===== config.mk =====
export PLATFORM = sky130hd
export DESIGN_NAME = hptwTop
export DESIGN_NICKNAME = d
export VERILOG_FILES = /design/src/hw/hptwPkg.sv /design/src/hw/ptwWalkerFsm.sv /design/src/hw/pteEval.sv /design/src/hw/ptwMemPort.sv /design/src/hw/hptwTop.sv
export SDC_FILE = /design/constraint.sdc
export NUM_CORES = 1
export LEC_CHECK = 0
export BUFFER_PORTS_ARGS = -buffer_cell sky130_fd_sc_hd__buf_2
export CAP_MARGIN = 10
export CORE_AREA = 2 2 205 207
export CTS_CLUSTER_SIZE = 40
export DETAILED_ROUTE_END_ITERATION = 7
export DIE_AREA = 0 0 207 209
export PLACE_DENSITY_LB_ADDON = 0.2
export REMOVE_ABC_BUFFERS = 1
export SYNTH_ARGS = -nofsm -noshare
export SYNTH_HDL_FRONTEND = slang
export SYNTH_SLANG_ARGS = --single-unit

===== constraint.sdc =====
create_clock -name clk -period 2.18 [get_ports clk]
set_input_delay 0.109 -clock clk [delete_from_list [all_inputs] [get_ports clk]]
set_output_delay 0.109 -clock clk [all_outputs]
set_load 0.02 [all_outputs]

===== src/hw/hptwPkg.sv =====
/*
  Sv39 page table walker shared definitions
  widths for RV64 with Sv39, walker state encoding, page size
  encoding handed to the TLBs and bit positions inside an entry
*/
package hptwPkg;

  ////////////////////////////////
  // widths
  ////////////////////////////////
  localparam int xlen        = 64; // data and virtual address width
  localparam int paBits      = 56; // physical address width
  localparam int ppnBits     = 44; // physical page number
  localparam int vpnBits     = 9;  // vpn slice per level
  localparam int pteBytesLog = 3;  // 8 byte entries

  // walker states, one adr/rd pair per level
  typedef enum logic [3:0] {
    idle,
    l2Adr,
    l2Rd,
    l1Adr,
    l1Rd,
    l0Adr,
    l0Rd,
    leaf,
    updatePte  // A/D write back to memory
  } walkStateT;

  // page size of the leaf, as the TLBs expect it
  typedef enum logic [1:0] {
    kilo = 2'd0,
    mega = 2'd1,
    giga = 2'd2
  } pageTypeT;

  ////////////////////////////////
  // entry bit positions
  ////////////////////////////////
  localparam int pteIdxV     = 0;
  localparam int pteIdxR     = 1;
  localparam int pteIdxW     = 2;
  localparam int pteIdxX     = 3;
  localparam int pteIdxU     = 4;
  localparam int pteIdxA     = 6;
  localparam int pteIdxD     = 7;
  localparam int pteIdxPpnLo = 10;
  localparam int pteIdxPpnHi = pteIdxPpnLo + ppnBits - 1; // bit 53

endpackage


===== src/hw/ptwWalkerFsm.sv =====
/*
  Page table walker control
  state register and next state logic for a three level Sv39 walk,
  records which TLB missed, pulses the TLB write at the leaf and
  drives the stall and select levels toward the core
*/
`timescale 1ns/1ps

module ptwWalkerFsm import hptwPkg::*; (
  input  logic      clk,
  input  logic      rstN,
  input  logic      flush,        // kills a walk in flight
  input  logic      itlbMiss,
  input  logic      dtlbMiss,
  input  logic      dcacheStall,
  input  logic      validNonLeaf, // current entry points to another table
  input  logic      updateDa,     // leaf needs A/D written back first
  output walkStateT walkState,
  output logic      dtlbWalk,     // 1 = walk for data side
  output logic      ptwRead,
  output logic      itlbWrite,
  output logic      dtlbWrite,
  output logic      selHptw,
  output logic      hptwStall
);

  walkStateT nextState;
  logic      tlbMiss;
  logic      startWalk;
  logic      tlbWrite;

  assign tlbMiss   = itlbMiss | dtlbMiss;
  assign startWalk = (walkState == idle) & tlbMiss & ~dcacheStall; // same cond as leaving idle

  ////////////////////////////////
  // state register
  ////////////////////////////////
  always_ff @(posedge clk) begin
    if (!rstN || flush) begin
      walkState <= idle; // flush drops the walk, no TLB write
    end else begin
      walkState <= nextState;
    end
  end

  // remember the side that missed, held for the whole walk
  always_ff @(posedge clk) begin
    if (!rstN) begin
      dtlbWalk <= 1'b0;
    end else if (startWalk) begin
      dtlbWalk <= dtlbMiss; // data wins if both miss at once
    end
  end

  // read states wait out the cache, adr states decide whether to go deeper
  always_comb begin
    nextState = walkState;
    case (walkState)
      idle:      if (tlbMiss && !dcacheStall) nextState = l2Adr;
      l2Adr:     nextState = l2Rd;                          // root is always read
      l2Rd:      if (!dcacheStall) nextState = l1Adr;
      l1Adr:     nextState = validNonLeaf ? l1Rd : leaf;
      l1Rd:      if (!dcacheStall) nextState = l0Adr;
      l0Adr:     nextState = validNonLeaf ? l0Rd : leaf;
      l0Rd:      if (!dcacheStall) nextState = leaf;        // last level, leaf or not
      leaf:      nextState = updateDa ? updatePte : idle;
      updatePte: if (!dcacheStall) nextState = leaf;        // back to leaf with A/D set
      default:   nextState = idle;
    endcase
  end

  ////////////////////////////////
  // outputs
  ////////////////////////////////
  assign ptwRead = (walkState == l2Rd) | (walkState == l1Rd) | (walkState == l0Rd);

  // TLB write only once memory already holds the final entry
  assign tlbWrite  = (walkState == leaf) & ~updateDa;
  assign itlbWrite = tlbWrite & ~dtlbWalk;
  assign dtlbWrite = tlbWrite & dtlbWalk;

  assign selHptw   = walkState != idle;
  // stall the core as soon as a miss shows up, even before the walk starts
  assign hptwStall = selHptw | ((walkState == idle) & tlbMiss);

endmodule


===== src/hw/pteEval.sv =====
/*
  Page table entry evaluation
  holds the entry fetched on each level, decodes valid/leaf and
  superpage alignment, builds the A/D updated entry and tracks
  the page size for the TLB
*/
`timescale 1ns/1ps

module pteEval import hptwPkg::*; (
  input  logic            clk,
  input  logic            rstN,
  input  walkStateT       walkState,
  input  logic            ptwRead,
  input  logic            dtlbWalk,
  input  logic            dcacheStall,
  input  logic            writeReq,     // core access is a store
  input  logic [xlen-1:0] readData,     // entry from the cache
  output logic [xlen-1:0] pte,
  output pageTypeT        pageType,
  output logic            validNonLeaf,
  output logic            updateDa,
  output logic            pteWrite
);

  logic               v, r, w, x, a, d;
  logic [ppnBits-1:0] curPpn;
  logic               validPte, leafPte, validLeaf;
  logic               readDone;
  logic               setDirty;
  logic               gigaMis, megaMis;
  logic               misaligned;   // held alongside the entry
  logic [xlen-1:0]    accessedPte;
  logic [xlen-1:0]    nextPte;
  pageTypeT           nextPageType;

  ////////////////////////////////
  // decode
  ////////////////////////////////
  assign v      = pte[pteIdxV];
  assign r      = pte[pteIdxR];
  assign w      = pte[pteIdxW];
  assign x      = pte[pteIdxX];
  assign a      = pte[pteIdxA];
  assign d      = pte[pteIdxD];
  assign curPpn = pte[pteIdxPpnHi:pteIdxPpnLo];

  assign validPte     = v & ~(w & ~r); // W without R is reserved
  assign leafPte      = r | w | x;
  assign validLeaf    = validPte & leafPte;
  assign validNonLeaf = validPte & ~leafPte;

  // superpages need the lower ppn fields zero
  assign gigaMis = |curPpn[2*vpnBits-1:0]; // ppn1, ppn0
  assign megaMis = |curPpn[vpnBits-1:0];   // ppn0

  always_ff @(posedge clk) begin
    if (!rstN) begin
      misaligned <= 1'b0;
    end else if (readDone) begin
      misaligned <= 1'b0;                  // fresh entry, nothing checked yet
    end else if (walkState == l1Adr) begin
      misaligned <= gigaMis;
    end else if (walkState == l0Adr) begin
      misaligned <= megaMis;
    end
  end

  ////////////////////////////////
  // A/D update
  ////////////////////////////////
  assign setDirty = ~d & dtlbWalk & writeReq;
  assign updateDa = (walkState == leaf) & validLeaf & ~misaligned & (~a | setDirty);
  assign pteWrite = walkState == updatePte;

  always_comb begin
    accessedPte          = pte;
    accessedPte[pteIdxA] = 1'b1;
    accessedPte[pteIdxD] = d | setDirty; // D only on a store
  end

  assign readDone = ptwRead & ~dcacheStall;
  assign nextPte  = updateDa ? accessedPte : readData;

  always_ff @(posedge clk) begin
    if (!rstN) begin
      pte <= '0;
    end else if (readDone || updateDa) begin
      pte <= nextPte;
    end
  end

  // level of the most recent read is the size if it turns out to be the leaf
  always_comb begin
    case (walkState)
      l2Rd:    nextPageType = giga;
      l1Rd:    nextPageType = mega;
      l0Rd:    nextPageType = kilo;
      default: nextPageType = pageType;
    endcase
  end

  always_ff @(posedge clk) begin
    if (!rstN) begin
      pageType <= kilo;
    end else begin
      pageType <= nextPageType;
    end
  end

endmodule


===== src/hw/ptwMemPort.sv =====
/*
  Walker load/store port
  forms the entry address per level, keeps the leaf address for the
  A/D write back and muxes walker or core requests onto the LSU
*/
`timescale 1ns/1ps

module ptwMemPort import hptwPkg::*; #(
  parameter int pteSize = 3           // funct3 size of a walker access
) (
  input  logic            clk,
  input  logic            rstN,
  input  walkStateT       walkState,
  input  logic            dtlbWalk,
  input  logic            ptwRead,
  input  logic            pteWrite,
  input  logic            selHptw,
  input  logic            itlbWrite,
  input  logic            dtlbWrite,
  input  logic [xlen-1:0] satp,
  input  logic [xlen-1:0] pcSpill,    // fetch address to translate
  input  logic [xlen-1:0] ieuAdr,     // data address to translate
  input  logic [xlen-1:0] writeData,
  input  logic [xlen-1:0] pte,
  input  logic [1:0]      memRw,
  input  logic [2:0]      funct3,
  output logic [xlen-1:0] lsuAdr,
  output logic [xlen-1:0] lsuWriteData,
  output logic [1:0]      lsuRw,
  output logic [2:0]      lsuFunct3
);

  logic [xlen-1:0]    vAdr;
  logic [vpnBits-1:0] vpn;
  logic [ppnBits-1:0] ppn;
  logic [paBits-1:0]  readAdr;
  logic [paBits-1:0]  writeAdr;     // where the leaf came from
  logic [paBits-1:0]  hptwAdr;
  logic               selHptwAdr;
  logic [1:0]         hptwRw;

  assign vAdr = dtlbWalk ? ieuAdr : pcSpill;

  ////////////////////////////////
  // entry address
  ////////////////////////////////
  always_comb begin
    case (walkState)
      l2Adr, l2Rd: vpn = vAdr[38:30];
      l1Adr, l1Rd: vpn = vAdr[29:21];
      default:     vpn = vAdr[20:12];
    endcase
  end

  // root table from satp, deeper tables from the entry just read
  assign ppn = ((walkState == l2Adr) | (walkState == l2Rd)) ?
               satp[ppnBits-1:0] : pte[pteIdxPpnHi:pteIdxPpnLo];
  assign readAdr = {ppn, vpn, {pteBytesLog{1'b0}}};

  // pte is overwritten by each fetch, so keep the last read address
  always_ff @(posedge clk) begin
    if (!rstN) begin
      writeAdr <= '0;
    end else if (ptwRead) begin
      writeAdr <= readAdr;
    end
  end

  assign hptwAdr = pteWrite ? writeAdr : readAdr;
  assign hptwRw  = {ptwRead, pteWrite}; // bit 1 read, bit 0 write

  ////////////////////////////////
  // LSU mux
  ////////////////////////////////
  // core address comes back on the TLB write cycle so the replay sees it
  assign selHptwAdr = selHptw & ~(itlbWrite | dtlbWrite);

  assign lsuAdr       = selHptwAdr ? {{(xlen-paBits){1'b0}}, hptwAdr} : ieuAdr;
  assign lsuRw        = selHptw ? hptwRw : memRw;
  assign lsuFunct3    = selHptw ? 3'(pteSize) : funct3;
  assign lsuWriteData = selHptw ? pte : writeData; // updated entry on write back

endmodule


===== src/hw/hptwTop.sv =====
/*
  Sv39 hardware page table walker
  walks up to three levels on an I or D TLB miss through the data
  cache port, sets A/D in memory when needed and fills the TLB
*/
`timescale 1ns/1ps

module hptwTop import hptwPkg::*; (
  input  logic            clk,
  input  logic            rstN,
  input  logic            flush,
  input  logic            itlbMiss,
  input  logic            dtlbMiss,
  input  logic            dcacheStall,
  input  logic [xlen-1:0] satp,
  input  logic [xlen-1:0] pcSpill,
  input  logic [xlen-1:0] ieuAdr,
  input  logic [xlen-1:0] writeData,
  input  logic [xlen-1:0] readData,
  input  logic [1:0]      memRw,
  input  logic [2:0]      funct3,
  output logic [xlen-1:0] pte,          // entry for the TLB
  output pageTypeT        pageType,
  output logic            itlbWrite,
  output logic            dtlbWrite,
  output logic            selHptw,
  output logic            hptwStall,
  output logic [xlen-1:0] lsuAdr,
  output logic [xlen-1:0] lsuWriteData,
  output logic [1:0]      lsuRw,
  output logic [2:0]      lsuFunct3
);

  walkStateT walkState;
  logic      dtlbWalk;
  logic      ptwRead;
  logic      validNonLeaf;
  logic      updateDa;
  logic      pteWrite;

  ptwWalkerFsm walkerFsm (
    .clk, .rstN, .flush, .itlbMiss, .dtlbMiss, .dcacheStall,
    .validNonLeaf, .updateDa,
    .walkState, .dtlbWalk, .ptwRead, .itlbWrite, .dtlbWrite,
    .selHptw, .hptwStall
  );

  pteEval pteEvalU (
    .clk, .rstN, .walkState, .ptwRead, .dtlbWalk, .dcacheStall,
    .writeReq(memRw[0]),  // store side of the core request
    .readData,
    .pte, .pageType, .validNonLeaf, .updateDa, .pteWrite
  );

  // doubleword entries on RV64
  ptwMemPort #(.pteSize(3)) memPort (
    .clk, .rstN, .walkState, .dtlbWalk, .ptwRead, .pteWrite,
    .selHptw, .itlbWrite, .dtlbWrite,
    .satp, .pcSpill, .ieuAdr, .writeData, .pte, .memRw, .funct3,
    .lsuAdr, .lsuWriteData, .lsuRw, .lsuFunct3
  );

endmodule


Word-level counts from Yosys, hierarchy flattened
Cells that the tools add are included.

cells by class
  bitwise logic cells = 37
  reductions and logical operators = 17
  equal/unequal tests = 12
  mux-type cells = 20

operators by type and width
  cell                                                  number
  two-way mux 64 bit                                    2
  two-way mux 56 bit                                    1
  two-way mux 44 bit                                    1
  two-way mux 39 bit                                    1
  case mux 4 bit (8 select lines)                       1
  two-way mux 4 bit                                     5
  case mux 9 bit (2 select lines)                       1
  OR reduction 18 bit                                   1
  bitwise AND 1 bit                                     16
  equality test 4 x 3 -> 1 bit (second input constant)  4
  inverter 1 bit                                        11
  bitwise OR 1 bit                                      10
  OR reduction 9 bit                                    1
  equality test 4 x 2 -> 1 bit (second input constant)  2
  two-way mux 8 bit                                     1
  != test 2 bit (second input constant)                 4
  OR reduction 2 bit                                    4
  case mux 2 bit (3 select lines)                       1
  equality test 4 x 1 -> 1 bit (second input constant)  1
  equality test 4 bit (second input constant)           1
  zero test 4 bit                                       1
  two-way mux 2 bit                                     2
  AND reduction 4 bit                                   1
  nonzero test 4 bit                                    1
  other kinds (8)                                       12

storage, ports and cells
  flip-flop bits (word level) = 125
  logic and storage cells = 93
  input port bits = 331

Longest topological paths before layout
  depth after elaboration = 15
  depth in mapped cells = 8
  gate-level depth less buffers = 5

Cells and area by module
From an unflattened synthesis, not the netlist that was laid out.

unflattened totals
  cells, all modules = 921
  area, all modules = 7822.5 µm²

modules (own cells, without submodules)
  module        seq. area each (µm²)  cells each  instances  area each (µm²)
  ptwMemPort    1061.0                559         1          4545.6
  pteEval       1341.3                316         1          2895.3
  ptwWalkerFsm  100.1                 46          1          381.6

Least setup slack after synthesis
No wires, ideal clock.

  path kind = register -> output
  from = register pteEvalU.pte[1]
  to = output lsuAdr[46]
  path slack = 0.160 ns
  cell stages (with the launch flop) = 7
  arrival time = 1.911 ns
  data required time = 2.071 ns
  path through = dfxtp_1 clkinv_1 a221oi_4 o21ai_4 clkbuf_1 buf_2 o221ai_1

between the ends
  longest elaborated chain between the ends = 15

ends and longest elaborated chain
  what                                         RTL line                                RTL
  start, declared                              pteEval.sv:18                           output logic [xlen-1:0] pte,
  start signal, assigned                       pteEval.sv:88                           pte <= nextPte;
  inverter 1 bit                               pteEval.sv:47                           assign validPte = v & ~(w & ~r);
  bitwise AND 1 bit                            pteEval.sv:47
  inverter 1 bit                               pteEval.sv:47
  bitwise AND 1 bit                            pteEval.sv:47
  bitwise AND 1 bit (*)                        pteEval.sv:49                           assign validLeaf = validPte & leafPte;
  bitwise AND 1 bit (*) (3 in series)          pteEval.sv:72                           assign updateDa = (walkState == leaf) & validLeaf & ~misaligned & (~a | setDirty);
  inverter 1 bit (*)                           ptwWalkerFsm.sv:78                      assign tlbWrite = (walkState == leaf) & ~updateDa;
  bitwise AND 1 bit (*)                        ptwWalkerFsm.sv:78
  bitwise AND 1 bit, on equally long branches  ptwWalkerFsm.sv:79, ptwWalkerFsm.sv:80
  bitwise OR 1 bit (*)                         ptwMemPort.sv:76                        assign selHptwAdr = selHptw & ~(itlbWrite | dtlbWrite);
  inverter 1 bit (*)                           ptwMemPort.sv:76
  bitwise AND 1 bit (*)                        ptwMemPort.sv:76
  two-way mux 64 bit (*)                       ptwMemPort.sv:78                        assign lsuAdr = selHptwAdr ? {{(xlen-paBits){1'b0}}, hptwAdr} : ieuAdr;
  end, declared                                hptwTop.sv:28                           output logic [xlen-1:0] lsuAdr,

Mark *: on every way between the ends. The rest lies on a longest branch, timed or not.

Worst setup path after layout
  from = register walkerFsm.walkState[2]
  to = output lsuWriteData[4]

between the ends
  longest elaborated chain between the ends = 2

ends and longest elaborated chain
  what                    RTL line            RTL
  start, declared         ptwWalkerFsm.sv:18  output walkStateT walkState,
  start signal, assigned  ptwWalkerFsm.sv:40  walkState <= idle;
  start signal, assigned  ptwWalkerFsm.sv:42  walkState <= nextState;
  nonzero test 4 bit      ptwWalkerFsm.sv:82  assign selHptw = walkState != idle;
  two-way mux 64 bit      ptwMemPort.sv:81    assign lsuWriteData = selHptw ? pte : writeData;
  end, declared           hptwTop.sv:29       output logic [xlen-1:0] lsuWriteData,

No other way between the ends.

==> run summary <==
worst slack, placed: 0.0367 ns
NumNets Final: 1,893
CTS Buffer Depth: 2
Routability Congestion: 0.788
GRT Total Usage: 17.4%
Antenna Cells: 0
CTS root buf: clkbuf_16
outcome: complete, but fails checks
die width: 207 µm
Worst-path clk slew: 0.06 ns
Req. time, crit path: 2.07 ns
Post-Synth Simple-Gate Area: 20.7%
Avg Inst Size Synth: 8.17 µm²
routed len/inst: 19.5 µm
post-synthesis adder-cell area fraction: 0%
Reg2Reg Setup Slack: 0.04 ns
Gate Count Post-Synth: 981
Cell Chain, Critical Path: or3_4, nor2_4, buf_12, buf_6, buf_12, buf_8, mux2_4, buf_6
Antenna Nets Post-Route: 0
Final Max Slew Viols: 0
CP delay by family, top: buffers and inverters
async set or reset register ratio after synthesis: 0%
placed instance area: 11,400 µm²
#FFs+latches synth: 125
Cell Rows: 75
Die ar.: 43,300 µm²
Rel. slew slack: 45.6%
RSZ-0062 raised after global routing: true
DRC violations left: 0
Util after Layout: 34.1%
routed vias/inst: 4.55
PnR worst setup slack: -0.288 ns
post-synthesis xor/xnor area fraction: 0.312%
Worst Max-Slew Pin Slew: 0.814 ns
first-pass GRT wire length: 57.5 mm
input/output buffers: 476
detailed placement HPWL: 28.5 mm
height of the die: 209 µm
Max stage delay on crit path: 0.44 ns
Iter 0 DRT Violations: 394
largest family of logic cells by synthesized area: compound AO/OA/AOI/OAI gates
sequential fraction of the synthesis area: 31.2%
Post-Syn Area: 8010 µm²
failing checks: setup timing
mux contribution to synthesized area: 20.7%
most used flip-flop cell after synthesis: dfxtp_1
Final Cycle Share: 113%
P&R area growth vs syn: 75.9%
Total Wirelength: 41.2 mm
WS Path Type: flop to output port
core box area: 41,300 µm²
Skew-Pair Late Insertion Delay: 0.44 ns
DRT Pass-1 Iters: 5
vias in the first global route: 9,202
initial antenna violation count: 0
largest net degree at the start of global routing: 58
Hold Vio Cnt, Final: 0
power density over cell area: 518 nW/µm²
Cell variety after synth: 57
Top-Level Pins: 534
LEAKAGE: 6.81 nW
Final Cell Area: 14,100 µm²
worst vdd ir: 0.521 mV
worst clock skew: 0.00896 ns
critical path startpoint category: flop
Starting Density: 19.4%
CTS tree: yes
Max Cap Viol: 0
synth warn: 0
time the worst path needs with I/O delays and setup: 2.47 ns
H-tree depth: 4
number of enable flip-flop cells after synthesis: 0
Worst Path Buf+Inv: 5
via count: 9,618
TritonCTS buffer count: 17
Worst Path Max Fanout: 5
final setup vio count: 123
data arrival time of the worst path: 2.36 ns
maximum clock rate: 405 MHz
grt total ovfl: 0
share of cells above drive strength 1: 46.4%
post-synthesis compound-gate area fraction: 21.1%
slowest CP cell: or3_4
Hold Path Class: primary input to flop
CP endpoint kind: output port
Sink Count: 125
==> cells by family after synthesis <==
| group | count (synthesis) |
|---|---|
| AND/OR/NAND/NOR | 373 |
| AO/OA/AOI/OAI | 219 |
| multiplexers | 160 |
| flip-flops | 125 |
| buffers and inverters | 102 |
| XOR/XNOR | 2 |
==> registers in the layout (all words and copies together), names as in the netlist <==
name                 flops
pteEvalU.pte            64
memPort.writeAdr        53
walkerFsm.walkState      4
pteEvalU.pageType        2
pteEvalU.misaligned      1
walkerFsm.dtlbWalk       1
==> worst paths after layout <==
| path | from | end | cells past startpoint |
|---|---|---|---|
| max | walkerFsm.walkState[2] | lsuWriteData[4] | 8 |
| min | satp[41] | memPort.writeAdr[53] | 4 |
| max reg2reg | walkerFsm.walkState[2] | walkerFsm.dtlbWalk | 10 |
| min reg2reg | pteEvalU.pte[9] | pteEvalU.pte[9] | 2 |
==> stage by stage <==
step / setup TNS [ns] / power (mW) / hold WS [ns] / cells
2_1_floorplan: -296.74 / 3.22 / 0.223 / 885
3_3_place_gp: 0 / 4.02 / 0.349 / 1965
5_1_grt: -36.86 / 7.64 / 0.0354 / 2113
6_report: -25.34 / 7.30 / 0.0383 / 2113
4_1_cts: -26.54 / 7.11 / 0.00955 / 2080
3_5_place_dp: 0 / 4.02 / 0.354 / 1965
==> cell usage after synthesis (all sizes together) (2+ instances only) <==
master / count / area (µm²)
dfxtp: 125 / 2500
mux2: 44 / 495
inv: 5 / 18.8
nand3: 49 / 245
nand2: 205 / 769
nor3: 22 / 110
a21oi: 24 / 120
o21ai: 14 / 85.1
a21boi: 64 / 480
or2: 4 / 25.0
o211a: 14 / 140
nor2: 56 / 223
nand2b: 4 / 32.5
nor4b: 2 / 32.5
and2: 4 / 27.5
a31oi: 4 / 25.0
or3: 4 / 25.0
mux2i: 116 / 1160
buf: 50 / 279
a211oi: 39 / 293
a221o: 9 / 90.1
nor2b: 3 / 18.8
and3: 13 / 81.3
o221ai: 44 / 385
clkbuf: 46 / 174
==> tightest hold or removal path: stages <==
cell	delay [ns]
buf_2	0.07
mux2i_1	0.07
nand2_1	0.06
o211a_1	0.13
==> power by group <==
part           leakage [nW]  total, mW  switching (mW)  internal, mW
combinational          5.53       2.15            1.08          1.07
sequential             1.01       2.34          0.0238          2.31
clock                 0.264       2.81            1.11          1.70
total                  6.81       7.30            2.21          5.08
==> final cells by class <==
| class | count | area [µm²] |
|---|---|---|
| clock inverter | 7 | 90.1 |
| timing repair buffer | 655 | 4780 |
| inverter | 6 | 51.3 |
| timing repair inverter | 2 | 41.3 |
| clock buffer | 24 | 462 |
| sequential | 125 | 2520 |
| multi-input combinational | 755 | 5470 |
| tap | 539 | 674 |
| fill | 4397 | 27200 |
==> cell usage in the layout, fill, tap and decap left out, drive strengths merged, types with 22 or more instances in the layout <==
cell type and count:
nand2 205, nor3 22, nor2 56, a21oi 24, a21boi 64, nand3 49
mux2i 116, dfxtp 125, mux2 44, dlygate4sd3 67, a211oi 39, clkbuf 27
o221ai 44, buf 585
==> layer usage <==
| layer | share of wire (%) | GRT usage (%) |
|---|---|---|
| met5 | 0 | 0 |
| met4 | 1.1 | 3.60 |
| met3 | 5.4 | 3.82 |
| met2 | 51 | 30.8 |
| met1 | 42 | 21.7 |
==> timing repair <==
action / CTS / global route
gates cloned: 4 / 5
pin swaps: 6 / 34
setup buffers: 13 / 29
endpoints found under the hold margin: 66 / 0
hold buffers: 67 / 0
setup endpoints to repair: 133 / 131
resized for setup: 71 / 216
Note: power is estimated with default switching activity, not from simulation.
